**src/include/scc_config.svh**
```systemverilog
/*
 * Build-time constants for the scan-chain configuration manager
 * Avalon bus widths, enable line counts, DLL chain length,
 * read-back tap delays and scan word lengths
 */
`ifndef SCC_CONFIG_SVH
`define SCC_CONFIG_SVH

// Avalon-MM slave port
`define SCC_AVL_ADDR_WIDTH 16
`define SCC_AVL_DATA_WIDTH 32

// Enable lines per scan target
`define SCC_DQS_GROUPS 2
`define SCC_DQ_PINS    16
`define SCC_DM_PINS    2

`define SCC_DLL_CHAIN_LENGTH 8

// Tap delays in ps, read back by software only
`define SCC_DELAY_PER_OPA_TAP    312
`define SCC_DELAY_PER_DCHAIN_TAP 25

`define SCC_DQS_SDATA_BITS 46 // DQS scan word
`define SCC_IO_SDATA_BITS  11 // DQ, DM and DQS-I/O scan word

`endif
```
**src/scc_pkg.sv**
```systemverilog
/*
 * Shared types of the scan-chain manager
 * Opcode, field, parameter and state enums, phase codes,
 * staged DQS and I/O words and the go request bundle
 */
`default_nettype none

package scc_pkg;

	// Write opcode in address bits 12:10
	typedef enum logic [2:0] {
		SDATA     = 3'b000,
		GO_DQS    = 3'b001,
		GO_DQS_IO = 3'b010,
		GO_DQ     = 3'b011,
		GO_DM     = 3'b100,
		GO_UPD    = 3'b101
	} scc_target_e;

	// Field written by an SDATA access, address bits 3:0
	typedef enum logic [3:0] {
		DQS_IN_DELAY    = 4'b0001,
		DQS_EN_PHASE    = 4'b0010,
		DQS_EN_DELAY    = 4'b0011,
		DQDQS_OUT_PHASE = 4'b0100,
		OCT_OUT1_DELAY  = 4'b0110,
		OCT_OUT2_DELAY  = 4'b0111,
		IO_OUT1_DELAY   = 4'b1000,
		IO_OUT2_DELAY   = 4'b1001,
		IO_IN_DELAY     = 4'b1010
	} scc_field_e;

	// Read-back parameter, address bits 3:0
	typedef enum logic [3:0] {
		PAR_DQS_IN_DELAY_MAX     = 4'b0001,
		PAR_DQS_EN_PHASE_MAX     = 4'b0010,
		PAR_DQS_EN_DELAY_MAX     = 4'b0011,
		PAR_DQDQS_OUT_PHASE_MAX  = 4'b0100,
		PAR_IO_OUT1_DELAY_MAX    = 4'b0110,
		PAR_IO_OUT2_DELAY_MAX    = 4'b0111,
		PAR_IO_IN_DELAY_MAX      = 4'b1000,
		PAR_DLL_CHAIN_LENGTH     = 4'b1001,
		PAR_DELAY_PER_OPA_TAP    = 4'b1010,
		PAR_DQS_IN_RESERVE       = 4'b1011,
		PAR_DQS_OUT_RESERVE      = 4'b1100,
		PAR_DELAY_PER_DCHAIN_TAP = 4'b1101,
		PAR_DQ_OUT_RESERVE       = 4'b1110,
		PAR_DM_OUT_RESERVE       = 4'b1111
	} scc_param_e;

	typedef enum logic [1:0] {
		IDLE,
		LOAD,
		DONE
	} scc_state_e;

	typedef struct packed {
		logic [6:0] dqs;
		logic [6:0] dq;
		logic [5:0] dqse;
	} scc_phase_t;

	// DQS scan word, MSB is shifted out first
	typedef struct packed {
		logic       dqs_ph2;      // 45
		logic       dq_ph2;
		logic       dqse_ph1;
		logic [1:0] pad_42;       // 42:41
		logic       dq_ph1;       // 40
		logic       dqs_ph1;
		logic       dqse_ph0;
		logic       pad_37;
		logic [2:0] oct_out2;     // 36:34
		logic [3:0] oct_out1;     // 33:30
		logic [2:0] dqs_en_delay; // 29:27
		logic       dq_ph0;       // 26
		logic       pad_25;
		logic       dqs_ph0;      // 24
		logic [4:0] pad_23;       // 23:19
		logic [3:0] dq_ph_hi;     // DQ phase 6:3
		logic [3:0] dqs_ph_hi;    // DQS phase 6:3
		logic [3:0] dqse_ph_hi;   // DQSE phase 5:2
		logic [2:0] dqs_in_phase;
		logic [3:0] dqs_in_delay;
	} scc_dqs_cfg_t;

	typedef struct packed {
		logic [3:0] in_delay;
		logic [2:0] out2_delay;
		logic [3:0] out1_delay;
	} scc_io_cfg_t;

	// One request line per GO opcode
	typedef struct packed {
		logic dqs;
		logic dqs_io;
		logic dq;
		logic dm;
		logic upd;
	} scc_go_t;

endpackage

`default_nettype wire

```
**src/scc_mgr.sv**
```systemverilog
/*
 * Top level of the scan-chain configuration manager
 * Avalon slave, staged words, phase table and scan engine
 */
`timescale 1ns/1ps
`default_nettype none
`include "scc_config.svh"

module scc_mgr
	import scc_pkg::*;
(
	input  logic                           avl_clk,
	input  logic                           avl_reset_n,
	input  logic [`SCC_AVL_ADDR_WIDTH-1:0] avl_address,
	input  logic                           avl_write,
	input  logic [`SCC_AVL_DATA_WIDTH-1:0] avl_writedata,
	input  logic                           avl_read,
	output logic [`SCC_AVL_DATA_WIDTH-1:0] avl_readdata,
	output logic                           avl_waitrequest,
	output logic                           scc_data,
	output logic [`SCC_DQS_GROUPS-1:0]     scc_dqs_ena,
	output logic [`SCC_DQS_GROUPS-1:0]     scc_dqs_io_ena,
	output logic [`SCC_DQ_PINS-1:0]        scc_dq_ena,
	output logic [`SCC_DM_PINS-1:0]        scc_dm_ena,
	output logic                           scc_upd
);

	scc_go_t      go;
	logic         sdata_wr;
	scc_field_e   field;
	logic         scan_done;
	scc_phase_t   phase, phase_reset;
	logic [2:0]   dqsi_phase;
	scc_dqs_cfg_t dqs_cfg;
	scc_io_cfg_t  io_cfg;

	scc_avl_slave u_slave (
		.avl_clk         (avl_clk),
		.avl_reset_n     (avl_reset_n),
		.avl_address     (avl_address),
		.avl_write       (avl_write),
		.avl_read        (avl_read),
		.avl_readdata    (avl_readdata),
		.avl_waitrequest (avl_waitrequest),
		.scan_done       (scan_done),
		.go              (go),
		.sdata_wr        (sdata_wr),
		.field           (field)
	);

	// Phase writes carry the table index in the low data bits
	scc_phase_decode u_phase (
		.phase_index (avl_writedata[4:0]),
		.phase       (phase),
		.phase_reset (phase_reset),
		.dqsi_phase  (dqsi_phase)
	);

	scc_cfg_regs u_cfg (
		.avl_clk       (avl_clk),
		.avl_reset_n   (avl_reset_n),
		.sdata_wr      (sdata_wr),
		.field         (field),
		.avl_writedata (avl_writedata),
		.phase         (phase),
		.phase_reset   (phase_reset),
		.dqsi_phase    (dqsi_phase),
		.dqs_cfg       (dqs_cfg),
		.io_cfg        (io_cfg)
	);

	scc_shift_engine u_engine (
		.avl_clk        (avl_clk),
		.avl_reset_n    (avl_reset_n),
		.go             (go),
		.group_sel      (avl_writedata[7:0]), // Group index held by the master
		.dqs_cfg        (dqs_cfg),
		.io_cfg         (io_cfg),
		.scan_done      (scan_done),
		.scc_data       (scc_data),
		.scc_dqs_ena    (scc_dqs_ena),
		.scc_dqs_io_ena (scc_dqs_io_ena),
		.scc_dq_ena     (scc_dq_ena),
		.scc_dm_ena     (scc_dm_ena),
		.scc_upd        (scc_upd)
	);

endmodule

`default_nettype wire

```
**src/scc_shift_engine.sv**
```systemverilog
/*
 * Scan engine of the scan-chain manager
 * IDLE/LOAD/DONE FSM, serial shifter, group enable decode and update strobe
 */
`timescale 1ns/1ps
`default_nettype none
`include "scc_config.svh"

module scc_shift_engine
	import scc_pkg::*;
(
	input  logic                       avl_clk,
	input  logic                       avl_reset_n,
	input  scc_go_t                    go,
	input  logic [7:0]                 group_sel,
	input  scc_dqs_cfg_t               dqs_cfg,
	input  scc_io_cfg_t                io_cfg,
	output logic                       scan_done,
	output logic                       scc_data,
	output logic [`SCC_DQS_GROUPS-1:0] scc_dqs_ena,
	output logic [`SCC_DQS_GROUPS-1:0] scc_dqs_io_ena,
	output logic [`SCC_DQ_PINS-1:0]    scc_dq_ena,
	output logic [`SCC_DM_PINS-1:0]    scc_dm_ena,
	output logic                       scc_upd
);

	localparam int DQS_N  = `SCC_DQS_SDATA_BITS;
	localparam int IO_N   = `SCC_IO_SDATA_BITS;
	localparam int CNT_W  = $clog2(DQS_N);
	localparam int ENA_W0 = (`SCC_DQ_PINS > `SCC_DM_PINS) ? `SCC_DQ_PINS : `SCC_DM_PINS;
	localparam int ENA_W  = (ENA_W0 > `SCC_DQS_GROUPS) ? ENA_W0 : `SCC_DQS_GROUPS;

	scc_state_e                 state, state_next;
	logic [CNT_W-1:0]           shift_cnt, shift_cnt_next;
	scc_go_t                    scan_go;   // Target of the running scan
	logic [DQS_N-1:0]           dqs_shift;
	logic [IO_N-1:0]            io_shift;
	logic [ENA_W-1:0]           ena_decode, ena_mask;
	logic                       data_c, upd_c;
	logic [`SCC_DQS_GROUPS-1:0] dqs_ena_c, dqs_io_ena_c;
	logic [`SCC_DQ_PINS-1:0]    dq_ena_c;
	logic [`SCC_DM_PINS-1:0]    dm_ena_c;

	// FF selects every line, out of range shifts past the top and selects none
	assign ena_decode = (group_sel == 8'hFF) ? '1 : (ENA_W'(1) << group_sel);

	always_comb
	begin
		state_next     = state;
		shift_cnt_next = shift_cnt;
		scan_done      = 1'b0;
		data_c         = 1'b0;
		upd_c          = 1'b0;
		dqs_ena_c      = '0;
		dqs_io_ena_c   = '0;
		dq_ena_c       = '0;
		dm_ena_c       = '0;

		case (state)
			IDLE:
			begin
				if (go.dqs_io || go.dq || go.dm)
				begin
					state_next     = LOAD;
					shift_cnt_next = CNT_W'(IO_N - 1);
				end
				else if (go.dqs)
				begin
					state_next     = LOAD;
					shift_cnt_next = CNT_W'(DQS_N - 1);
				end
				else if (go.upd)
				begin
					state_next = DONE;
					upd_c      = 1'b1;
				end
			end
			LOAD:
			begin
				shift_cnt_next = shift_cnt - 1'b1;
				data_c         = scan_go.dqs ? dqs_shift[DQS_N-1] : io_shift[IO_N-1];
				if (scan_go.dqs)
					dqs_ena_c = ena_mask[`SCC_DQS_GROUPS-1:0];
				if (scan_go.dqs_io)
					dqs_io_ena_c = ena_mask[`SCC_DQS_GROUPS-1:0];
				if (scan_go.dq)
					dq_ena_c = ena_mask[`SCC_DQ_PINS-1:0];
				if (scan_go.dm)
					dm_ena_c = ena_mask[`SCC_DM_PINS-1:0];
				if (shift_cnt == '0)
					state_next = DONE;
			end
			DONE:
			begin
				scan_done = 1'b1;
				if (go == '0)   // Wait for the bus to drop the request
					state_next = IDLE;
			end
			default: state_next = IDLE;
		endcase
	end

	// Shift registers follow the staged words until a scan starts
	always_ff @(posedge avl_clk)
	begin
		if (state == IDLE)
		begin
			dqs_shift <= dqs_cfg;
			io_shift  <= io_cfg;
			ena_mask  <= ena_decode;
		end
		else if (state == LOAD)
		begin
			dqs_shift <= dqs_shift << 1;
			io_shift  <= io_shift << 1;
		end
	end

	always_ff @(posedge avl_clk or negedge avl_reset_n)
	begin
		if (!avl_reset_n)
		begin
			state          <= IDLE;
			shift_cnt      <= '0;
			scan_go        <= '0;
			scc_data       <= 1'b0;
			scc_dqs_ena    <= '0;
			scc_dqs_io_ena <= '0;
			scc_dq_ena     <= '0;
			scc_dm_ena     <= '0;
			scc_upd        <= 1'b0;
		end
		else
		begin
			state     <= state_next;
			shift_cnt <= shift_cnt_next;
			if (state == IDLE)
				scan_go <= '{dqs: go.dqs, dqs_io: go.dqs_io, dq: go.dq, dm: go.dm, upd: 1'b0};
			scc_data       <= data_c;   // One cycle behind LOAD
			scc_dqs_ena    <= dqs_ena_c;
			scc_dqs_io_ena <= dqs_io_ena_c;
			scc_dq_ena     <= dq_ena_c;
			scc_dm_ena     <= dm_ena_c;
			scc_upd        <= upd_c;
		end
	end

endmodule

`default_nettype wire

```
**src/scc_cfg_regs.sv**
```systemverilog
/*
 * Staged DQS and I/O scan words
 * Power-up defaults and per-field SDATA updates
 */
`timescale 1ns/1ps
`default_nettype none
`include "scc_config.svh"

module scc_cfg_regs
	import scc_pkg::*;
(
	input  logic                           avl_clk,
	input  logic                           avl_reset_n,
	input  logic                           sdata_wr,
	input  scc_field_e                     field,
	input  logic [`SCC_AVL_DATA_WIDTH-1:0] avl_writedata,
	input  scc_phase_t                     phase,
	input  scc_phase_t                     phase_reset,
	input  logic [2:0]                     dqsi_phase,
	output scc_dqs_cfg_t                   dqs_cfg,
	output scc_io_cfg_t                    io_cfg
);

	scc_dqs_cfg_t dqs_reset_word;
	scc_dqs_cfg_t dqs_next;
	scc_io_cfg_t  io_next;

	// DQS and DQ output phase bits are spread over the word
	function automatic scc_dqs_cfg_t put_out_phase(scc_dqs_cfg_t cfg, scc_phase_t ph);
		cfg.dqs_ph_hi = ph.dqs[6:3];
		cfg.dqs_ph2   = ph.dqs[2];
		cfg.dqs_ph1   = ph.dqs[1];
		cfg.dqs_ph0   = ph.dqs[0];
		cfg.dq_ph_hi  = ph.dq[6:3];
		cfg.dq_ph2    = ph.dq[2];
		cfg.dq_ph1    = ph.dq[1];
		cfg.dq_ph0    = ph.dq[0];
		return cfg;
	endfunction

	function automatic scc_dqs_cfg_t put_en_phase(scc_dqs_cfg_t cfg, scc_phase_t ph);
		cfg.dqse_ph_hi = ph.dqse[5:2];
		cfg.dqse_ph1   = ph.dqse[1];
		cfg.dqse_ph0   = ph.dqse[0];
		return cfg;
	endfunction

	always_comb
	begin
		dqs_reset_word              = '0; // Zero delays
		dqs_reset_word.dqs_in_phase = dqsi_phase;
		dqs_reset_word              = put_out_phase(dqs_reset_word, phase_reset);
		dqs_reset_word              = put_en_phase(dqs_reset_word, phase_reset);
	end

	always_comb
	begin
		dqs_next = dqs_cfg;
		io_next  = io_cfg;

		// Fixed fields
		dqs_next.pad_42       = '0;
		dqs_next.pad_37       = 1'b0;
		dqs_next.pad_25       = 1'b0;
		dqs_next.pad_23       = '0;
		dqs_next.dqs_in_phase = dqsi_phase;

		if (sdata_wr)
		begin
			case (field)
				DQS_IN_DELAY:    dqs_next.dqs_in_delay = avl_writedata[3:0];
				DQS_EN_PHASE:    dqs_next = put_en_phase(dqs_next, phase);
				DQS_EN_DELAY:    dqs_next.dqs_en_delay = avl_writedata[2:0];
				DQDQS_OUT_PHASE: dqs_next = put_out_phase(dqs_next, phase);
				OCT_OUT1_DELAY:  dqs_next.oct_out1 = avl_writedata[3:0];
				OCT_OUT2_DELAY:  dqs_next.oct_out2 = avl_writedata[2:0];
				IO_OUT1_DELAY:   io_next.out1_delay = avl_writedata[3:0];
				IO_OUT2_DELAY:   io_next.out2_delay = avl_writedata[2:0];
				IO_IN_DELAY:     io_next.in_delay = avl_writedata[3:0];
				default:         io_next = io_cfg; // Unknown field, no change
			endcase
		end
	end

	always_ff @(posedge avl_clk or negedge avl_reset_n)
	begin
		if (!avl_reset_n)
		begin
			dqs_cfg <= dqs_reset_word;
			io_cfg  <= '0;
		end
		else
		begin
			dqs_cfg <= dqs_next;
			io_cfg  <= io_next;
		end
	end

endmodule

`default_nettype wire

```
**src/scc_avl_slave.sv**
```systemverilog
/*
 * Avalon-MM slave of the scan-chain manager
 * Opcode decode, go requests, waitrequest and parameter read-back
 */
`timescale 1ns/1ps
`default_nettype none
`include "scc_config.svh"

module scc_avl_slave
	import scc_pkg::*;
(
	input  logic                           avl_clk,
	input  logic                           avl_reset_n,
	input  logic [`SCC_AVL_ADDR_WIDTH-1:0] avl_address,
	input  logic                           avl_write,
	input  logic                           avl_read,
	output logic [`SCC_AVL_DATA_WIDTH-1:0] avl_readdata,
	output logic                           avl_waitrequest,
	input  logic                           scan_done,
	output scc_go_t                        go,
	output logic                           sdata_wr,
	output scc_field_e                     field
);

	localparam int AW = `SCC_AVL_ADDR_WIDTH;

	logic        sel;
	scc_target_e opcode;
	scc_go_t     go_dec;
	logic        done_seen; // A GO completed and the engine has not left DONE yet

	assign sel    = (avl_address[AW-1 -: 3] == 3'b011);
	assign opcode = scc_target_e'(avl_address[AW-4 -: 3]);
	assign field  = scc_field_e'(avl_address[3:0]);

	always_comb
	begin
		go_dec   = '0;
		sdata_wr = 1'b0;
		if (sel && avl_write)
		begin
			case (opcode)
				SDATA:     sdata_wr      = 1'b1;
				GO_DQS:    go_dec.dqs    = 1'b1;
				GO_DQS_IO: go_dec.dqs_io = 1'b1;
				GO_DQ:     go_dec.dq     = 1'b1;
				GO_DM:     go_dec.dm     = 1'b1;
				GO_UPD:    go_dec.upd    = 1'b1;
				default:   go_dec        = '0;
			endcase
		end
	end

	// A back-to-back GO is held off until the engine is back in IDLE
	assign go              = done_seen ? '0 : go_dec;
	assign avl_waitrequest = (|go_dec) && (!scan_done || done_seen);

	always_ff @(posedge avl_clk or negedge avl_reset_n)
	begin
		if (!avl_reset_n)
			done_seen <= 1'b0;
		else if (done_seen)
			done_seen <= scan_done;               // Clears once DONE is left
		else
			done_seen <= (|go_dec) && scan_done;  // GO accepted this cycle
	end

	// Read-back, zero for unknown codes
	always_comb
	begin
		avl_readdata = '0;
		if (sel && avl_read)
		begin
			case (scc_param_e'(avl_address[3:0]))
				PAR_DQS_IN_DELAY_MAX:     avl_readdata = 15;
				PAR_DQS_EN_PHASE_MAX:     avl_readdata = `SCC_DLL_CHAIN_LENGTH - 1;
				PAR_DQS_EN_DELAY_MAX:     avl_readdata = 7;
				PAR_DQDQS_OUT_PHASE_MAX:  avl_readdata = 2 * `SCC_DLL_CHAIN_LENGTH - 2;
				PAR_IO_OUT1_DELAY_MAX:    avl_readdata = 15;
				PAR_IO_OUT2_DELAY_MAX:    avl_readdata = 7;
				PAR_IO_IN_DELAY_MAX:      avl_readdata = 15;
				PAR_DLL_CHAIN_LENGTH:     avl_readdata = `SCC_DLL_CHAIN_LENGTH;
				PAR_DELAY_PER_OPA_TAP:    avl_readdata = `SCC_DELAY_PER_OPA_TAP;
				PAR_DELAY_PER_DCHAIN_TAP: avl_readdata = `SCC_DELAY_PER_DCHAIN_TAP;
				PAR_DQS_IN_RESERVE:       avl_readdata = 3;
				PAR_DQS_OUT_RESERVE:      avl_readdata = 3;
				PAR_DQ_OUT_RESERVE:       avl_readdata = 0;
				PAR_DM_OUT_RESERVE:       avl_readdata = 0;
				default:                  avl_readdata = '0;
			endcase
		end
	end

endmodule

`default_nettype wire

```
**src/scc_phase_decode.sv**
```systemverilog
/*
 * Phase code table for the 8-tap DLL
 * Reset, indexed and DQS-in phase codes
 */
`timescale 1ns/1ps
`default_nettype none

module scc_phase_decode
	import scc_pkg::*;
(
	input  logic [4:0] phase_index,
	output scc_phase_t phase,
	output scc_phase_t phase_reset,
	output logic [2:0] dqsi_phase
);

	// DQS-in sits at 90 deg
	assign dqsi_phase = 3'b001;

	// Power-up codes: DQS 540, DQ 450, DQSE 270 deg
	assign phase_reset = '{dqs: 7'b0010101, dq: 7'b0000110, dqse: 6'b001010};

	always_comb
	begin
		phase = '{dqs: 7'b0010100, dq: 7'b0000100, dqse: 6'b001000}; // Base codes

		case (phase_index)
			5'd1:
			begin
				phase = '{dqs: 7'b0011100, dq: 7'b0001100, dqse: 6'b001100};
			end
			5'd2:
			begin
				phase = '{dqs: 7'b0100100, dq: 7'b0010100, dqse: 6'b010000};
			end
			5'd3:
			begin
				phase = '{dqs: 7'b0101110, dq: 7'b0011100, dqse: 6'b000110};
			end
			5'd4:
			begin
				phase = '{dqs: 7'b0010010, dq: 7'b0000000, dqse: 6'b001010};
			end
			5'd5:
			begin
				phase = '{dqs: 7'b0011010, dq: 7'b0001010, dqse: 6'b001111};
			end
			5'd6:
			begin
				phase = '{dqs: 7'b0100010, dq: 7'b0010010, dqse: 6'b010011};
			end
			5'd7:
			begin
				phase = '{dqs: 7'b0101001, dq: 7'b0011010, dqse: 6'b000101};
			end
			// From here on DQSE keeps its base code
			5'd8:    {phase.dqs, phase.dq} = {7'b0010101, 7'b0000110}; // 540 / 450
			5'd9:    {phase.dqs, phase.dq} = {7'b0011101, 7'b0001101};
			5'd10:   {phase.dqs, phase.dq} = {7'b0100101, 7'b0010101};
			5'd11:   {phase.dqs, phase.dq} = {7'b0101111, 7'b0011101};
			5'd12:   {phase.dqs, phase.dq} = {7'b0010011, 7'b0000001}; // 720 / 630
			5'd13:   {phase.dqs, phase.dq} = {7'b0011011, 7'b0001011};
			5'd14:   {phase.dqs, phase.dq} = {7'b0100011, 7'b0010011};
			default: phase.dqse = 6'b001000; // Index 0 and out of range
		endcase
	end

endmodule

`default_nettype wire

```
**config.mk**
```make
export PLATFORM = sky130hd
export DESIGN_NAME = scc_mgr
export DESIGN_NICKNAME = d
export VERILOG_FILES = /design/src/scc_pkg.sv /design/src/scc_mgr.sv /design/src/scc_shift_engine.sv /design/src/scc_cfg_regs.sv /design/src/scc_avl_slave.sv /design/src/scc_phase_decode.sv
export VERILOG_INCLUDE_DIRS = /design/src /design/src/include
export SDC_FILE = /design/constraint.sdc
export NUM_CORES = 1
export LEC_CHECK = 0
export ABC_CLOCK_PERIOD_IN_PS = 2220
export BUFFER_PORTS_ARGS = -buffer_cell sky130_fd_sc_hd__buf_4
export CAP_MARGIN = 15
export CORE_MARGIN = 3
export CORE_UTILIZATION = 51
export CTS_CLUSTER_DIAMETER = 100
export CTS_CLUSTER_SIZE = 14
export DETAILED_ROUTE_END_ITERATION = 8
export PLACE_DENSITY = 0.85
export SLEW_MARGIN = 20
export SYNTH_ARGS = -nofsm -noshare
export SYNTH_HDL_FRONTEND = slang
export SYNTH_SLANG_ARGS = --single-unit
export TNS_END_PERCENT = 100
```
**constraint.sdc**
```tcl
create_clock -name avl_clk -period 2.22 [get_ports avl_clk]
set_input_delay 0.111 -clock avl_clk [delete_from_list [all_inputs] [get_ports avl_clk]]
set_output_delay 0.111 -clock avl_clk [all_outputs]
set_load 0.02 [all_outputs]
```
=== After elaboration in Yosys (flattened, before gate mapping) ===
Memory sizes are Yosys's and may differ from the RTL's.
Cells that the tools add are included.

* Muxes and demuxes: 48
* Shifts and indexed selects: 1
* Bitwise operators: 2
* Add/subtract/negate cells: 1
* Reductions and logical operators: 25
* Equality and inequality tests: 36

{| class="wikitable"
|+ Operators by type and width
! kind !! count
|-
| 13-bit one-hot mux with 14 select lines || 1
|-
| 46-bit 2-to-1 mux || 2
|-
| 23-bit one-hot mux with 2 select lines || 1
|-
| 43-bit 2-to-1 mux || 1
|-
| 5-bit by 4-bit equality test with 1-bit output (second input constant) || 7
|-
| 5-bit one-hot mux with 7 select lines || 1
|-
| 16-bit 2-to-1 mux || 2
|-
| 32-bit 2-to-1 mux || 1
|-
| 11-bit 2-to-1 mux || 2
|-
| 2-bit 2-to-1 mux || 11
|-
| 5-bit by 3-bit equality test with 1-bit output (second input constant) || 4
|-
| 9-bit one-hot mux with 2 select lines || 1
|-
| 2-bit AND reduction || 8
|-
| 1-bit by 8-bit left shift with 16-bit output (first input constant) || 1
|-
| 1-bit 2-to-1 mux || 15
|-
| 4-bit by 3-bit equality test with 1-bit output (second input constant) || 3
|-
| 4-bit equality test (second input constant) || 3
|-
| 6-bit 2-to-1 mux || 2
|-
| 6-bit one-hot mux with 2 select lines || 1
|-
| 5-bit by 2-bit equality test with 1-bit output (second input constant) || 2
|-
| 5-bit 2-to-1 mux || 2
|-
| 3-bit by 2-bit equality test with 1-bit output (second input constant) || 3
|-
| 3-bit AND reduction || 3
|-
| 4-bit by 2-bit equality test with 1-bit output (second input constant) || 2
|-
| other kinds (24) || 34
|}

* Memories: 1
* Output and inout bits: 57
* Bits in registers: 167
* ROM bits: 112
* Bits of input ports: 52

{| class="wikitable"
|+ Memories
! name !! words !! bits a word !! read ports !! clocked after Yosys merged registers in !! write ports !! RTL line !! text
|-
| (no name shown) || 16 || 7 || 1 || 0 || 0 || scc_avl_slave.sv:74 || <nowiki>case (scc_param_e'(avl_address[3:0]))</nowiki>
|}

=== Depth between registers and ports, before layout ===
* Depth in word-level cells: 8
* Gate-level depth with buffers: 8
* Gate-level depth less buffers: 6

=== Worst setup path after synthesis ===
Ideal clock, no wire load.

* Path type: reg-to-reg
* Start: reg u_engine.state[1]
* End: reg u_engine.ena_mask[0] (enable)
* Clock period less this slack: 2437 ps
* Arrival time: 2050 ps
* Cell stages (with the launch flop): 5
* Data required time: 1833 ps
* Slack: -217 ps
* Setup time: 387 ps
* Path through: dfrtp_1 inv_2 nand2_1 inv_2 clkbuf_1

* Cells in the longest elaborated chain, start to end: 1

{| class="wikitable"
|+ RTL lines
! element !! RTL line !! text
|-
| start, declared || scc_shift_engine.sv:33 || <nowiki>scc_state_e state, state_next;</nowiki>
|-
| start signal, assigned || scc_shift_engine.sv:135 || <nowiki>state <= state_next;</nowiki>
|-
| 2-bit zero test || scc_shift_engine.sv:106 || <nowiki>if (state == IDLE)</nowiki>
|-
| end signal, assigned || scc_shift_engine.sv:110 || <nowiki>ena_mask <= ena_decode;</nowiki>
|-
| end, declared || scc_shift_engine.sv:38 || <nowiki>logic [ENA_W-1:0] ena_decode, ena_mask;</nowiki>
|}

No other way between the ends.
A chain may end at the register's enable or synchronous reset.

=== Worst setup path after layout ===
* Start: in avl_address[11]
* End: reg, netlist name u_cfg.dqs_cfg[43]

* Cells in the longest elaborated chain, start to end: 4

{| class="wikitable"
|+ RTL lines
! element !! RTL line !! text
|-
| start, declared || scc_mgr.sv:14 || <nowiki>input logic [`SCC_AVL_ADDR_WIDTH-1:0] avl_address,</nowiki>
|-
| 3-bit zero test || scc_avl_slave.sv:42 || <nowiki>case (opcode)</nowiki>
|-
| 1-bit 2-to-1 mux || scc_avl_slave.sv:42 ||
|-
| 1-bit 2-to-1 mux || scc_avl_slave.sv:40 || <nowiki>if (sel && avl_write)</nowiki>
|-
| 3-bit AND reduction (no line) || n/a ||
|}

No other way between the ends.

==> results.cfg <==
[job]
cap_viol_max_count = 0

[route]
met1Wirelength_um = 5410
postRouteWirelength_um = 13400
highest_layer = met4
dr_total_vias = 4521
final_antenna_net_count = 0
detail_route.drc_violations = 0
wl_met2_um = 6850
detail_routed_via_count_per_cell = 5.57
route.met3.wl_um = 968
drc_violation_total_after_the_first_tritonroute_iteration = 482
drt_pre_antenna_iters = 5
routedWlPerCell_um = 16.5

[sta]
hold_violations = 0
finClkSkew_ns = 0.00753
min_period_over_period_pct = 94.3
relSlewSlack_pct = 37.4
timing.final.setup_violations = 0
rsz0062_at_grt = no
timing.final.max_slew_violations = 0
finalWorstPathRequiredPeriod_ns = 2.09
max_freq_mhz = 477
fin_setup_tns_ns = 0
tightestPinTransition_ns = 0.938

[setup_path]
rr_startpoint = u_engine.state[1]
crit-reg2reg-capture = u_engine.shift_cnt[1]
critPathCaptureType = flop
critical_path.slowest_cell = sky130_fd_sc_hd__dlygate4sd3_1
crit_family = buffers and inverters
timing.setup.critical_path_class = in -> reg
cell_breakdown_of_the_critical_path = dlygate4sd3_1 > buf_4 > nor3_4 > nand4_4 > o41ai_2 > dlygate4sd3_1
critPathMaxFanout = 10
critical_path_buf_inv_count = 3
start_kind = input port
r2r.worst_path.cells = 3
worst-endpoint-arrival_ns = 2.44
timing.reg2reg.setup_slack_ns = 0.40
slowest_delay_ns = 0.61
crit_top_cell = sky130_fd_sc_hd__dlygate4sd3_1
timing.critical_path.required_ns = 2.57

[yosys]
post_synth_num_cell_types = 61
synth_xor_xnor_area_share_pct = 0.267
main_combinational_cell_family_by_area_after_synthesis = simple AND/OR/NAND/NOR gates
adder_and_majority_cell_fraction_of_the_synthesized_area_pct = 1.33
ys_warn_count = 0
synth_compound_gate_area_share_pct = 6.27
synth.mux.area_fraction_pct = 4.91
synth_area_um2 = 6570
synth_edf_count = 73
post_synth_inst_count = 579
postSynthAreaPerCell_um2 = 11.3
ys_seq_elements = 148
synth-simple-area-share_pct = 19.5
synth-seq-area-share_pct = 62.0
async_flop_share_pct = 50.7
synth_top_flop_cell = sky130_fd_sc_hd__edfxtp_1

[cells_and_area]
area_of_combinational_cells_with_multiple_inputs_um2 = 2230
layout.cell_area.non_filler_um2 = 7690
sequential_cell_area_um2 = 4080
finalNonFillerCells = 812
final_layout_size_suffix_gt1_share_pct = 17.5
final_net_count = 690
fillers = 918
mostFrequentLayoutCell = sky130_fd_sc_hd__nand2_1
antenna-diode-count = 0
syn_to_final_growth_pct = 17.0
layout_common_cells = sky130_fd_sc_hd__nand2_1 (148), sky130_fd_sc_hd__edfxtp_1 (73), sky130_fd_sc_hd__dfrtp_1 (69)

[run_status]
result_of_the_run = completed

[global_route]
first_pass_grt_wire_length_um = 22300
grt_start_max_net_pins = 76
grt_pass1_vias = 4497
grt_antenna_before_repair = 0
grt_remaining_overflow = 0
groute.usage.overall_pct = 19.6

[placement]
gp_routability_congestion = 0.817
postPlaceCellArea_um2 = 6990
numPlacedInstances = 775
port-buffer-count = 53
post-dp-hpwl_um = 8200

[hold_path]
hold_end = u_engine.scc_upd
hp-start = avl_address[12]
min_path_cells = 3
class_of_the_tightest_hold_or_removal_check = in -> reg

[floorplan]
dieArea_um2 = 14300
die_h_um = 120
core-area_um2 = 12300
std_cell_rows = 40
die_x_um = 120
io-pin-count = 109
initial_utilization_pct = 53.4

[clock_network]
numClockSinks = 148
clk-insertion-delay-late_ns = 0.41
ctsLongestPathBuffers = 2
clkTransAtPathRegs_ns = 0.06
postCtsSetupBuffers = 0
numCtsBuffers = 17
clock-root-buffer = sky130_fd_sc_hd__clkbuf_16
htree_num_levels = 4
tritoncts_clock_tree = done

[pwr]
pwr_density_cell_nw_per_um2 = 977
cellLeakagePower_uw = 0.00374
peakVddDrop_uv = 780
[power breakdown]
group          leakage, uW  total [uW]  switching (uW)  internal (uW)
Clock             0.000307        3020            1080           1940
Combinational      0.00156        1060             776            286
Sequential         0.00187        3430             163           3260
[state kept, by name (all words and copies together) (netlist names)]
name	cells
u_engine.scc_dq_ena	16
u_engine.scc_dm_ena	2
u_cfg.dqs_cfg	27
u_engine.shift_cnt	6
u_engine.scc_data	1
u_slave.done_seen	1
u_engine.scc_dqs_ena	2
u_engine.scc_dqs_io_ena	2
u_cfg.io_cfg	11
u_engine.state	2
u_engine.ena_mask	16
u_engine.dqs_shift	46
u_engine.io_shift	11
u_engine.scc_upd	1
u_engine.scan_go	4
[cell families (layout without fill, tap and decap cells)]
family / after synthesis / after routing
simple gates: 261 / 261
flops: 148 / 148
buf+inv: 67 / 108
compound gates: 64 / 64
mux: 29 / 29
fa+ha+maj: 7 / 7
xor+xnor: 2 / 2
other cells: 1 / 25
[worst reg2reg max path, stage by stage, from the launching register on]
cell	delay [ns]
sky130_fd_sc_hd__dfrtp_1	0.50
sky130_fd_sc_hd__and2b_1	0.51
sky130_fd_sc_hd__or4_4	0.66
sky130_fd_sc_hd__o211ai_2	0.08
[cell type report]
type	count	share of cell area (%)
Sequential cell	148	53.0
Multi-Input combinational cell	388	29.0
Timing Repair Buffer	64	6.41
Clock buffer	20	5.94
Tap cell	168	2.73
Clock inverter	12	2.30
Inverter	12	0.619
[metal layers]
| metal | track usage, % | up-vias |
|---|---|---|
| met5 | 0 | - |
| met3 | 6.08 | 21 |
| met1 | 25.6 | 2269 |
| met2 | 32.0 | 176 |
| li1 | - | 2055 |
| met4 | 5.65 | 0 |
[timing repair]
action | 4_1_cts | 5_1_grt
hold buffers | 5 | 0
gates resized for setup | 0 | 1
endpoints found under the setup margin | 0 | 1
hold endpoints to repair | 75 | 0
[cell usage after synthesis, drive strengths merged (2+ instances only)]
cell,instances,area share (%)
nand3,10,0.76
nor3,5,0.55
nand2b,3,0.29
a21o,4,0.46
dfrtp,69,26
o211ai,2,0.30
and2,19,1.8
or3,4,0.46
nor4,3,0.29
clkbuf,11,0.63
nand3b,4,0.46
o21ai,27,2.1
nor3b,2,0.23
a21oi,10,0.76
nand4,6,0.89
dfstp,6,2.4
inv,12,0.69
mux2i,3,0.46
nand2,151,8.7
buf,44,4.3
nor2,13,0.74
and3,28,2.7
edfxtp,73,33
mux2,26,4.5
a211oi,5,0.57
nor2b,6,0.57
ha,7,1.3
a211o,2,0.27
o31ai,5,0.57
o41ai,2,0.38
[worst max-delay path by stage]
stage | start | to | slack [ns] | depth (start not counted)
floorplan | u_engine.state[1] | u_engine.ena_mask[0] | 0.06 | 4
global placement | u_engine.state[1] | u_engine.shift_cnt[1] | 0.54 | 3
detailed placement | u_engine.state[1] | u_engine.shift_cnt[1] | 0.49 | 3
CTS | avl_address[11] | u_cfg.dqs_cfg[43] | 0.17 | 6
global route | avl_address[11] | u_cfg.dqs_cfg[43] | 0.07 | 6
finish | avl_address[11] | u_cfg.dqs_cfg[43] | 0.13 | 6
[stage by stage]
step	setup WS [ns]	power (uW)	hold slack, ns	utilization [%]
3_3_place_gp	0.538	4430	0.298	56.8
6_report	0.126	7510	0.0249	62.4
5_1_grt	0.0710	7820	0.0224	62.4
4_1_cts	0.170	7540	0.00308	62.4
3_5_place_dp	0.486	4500	0.319	56.8
2_1_floorplan	0.0627	4210	-0.185	-
Power figures use the tool's default switching activity.
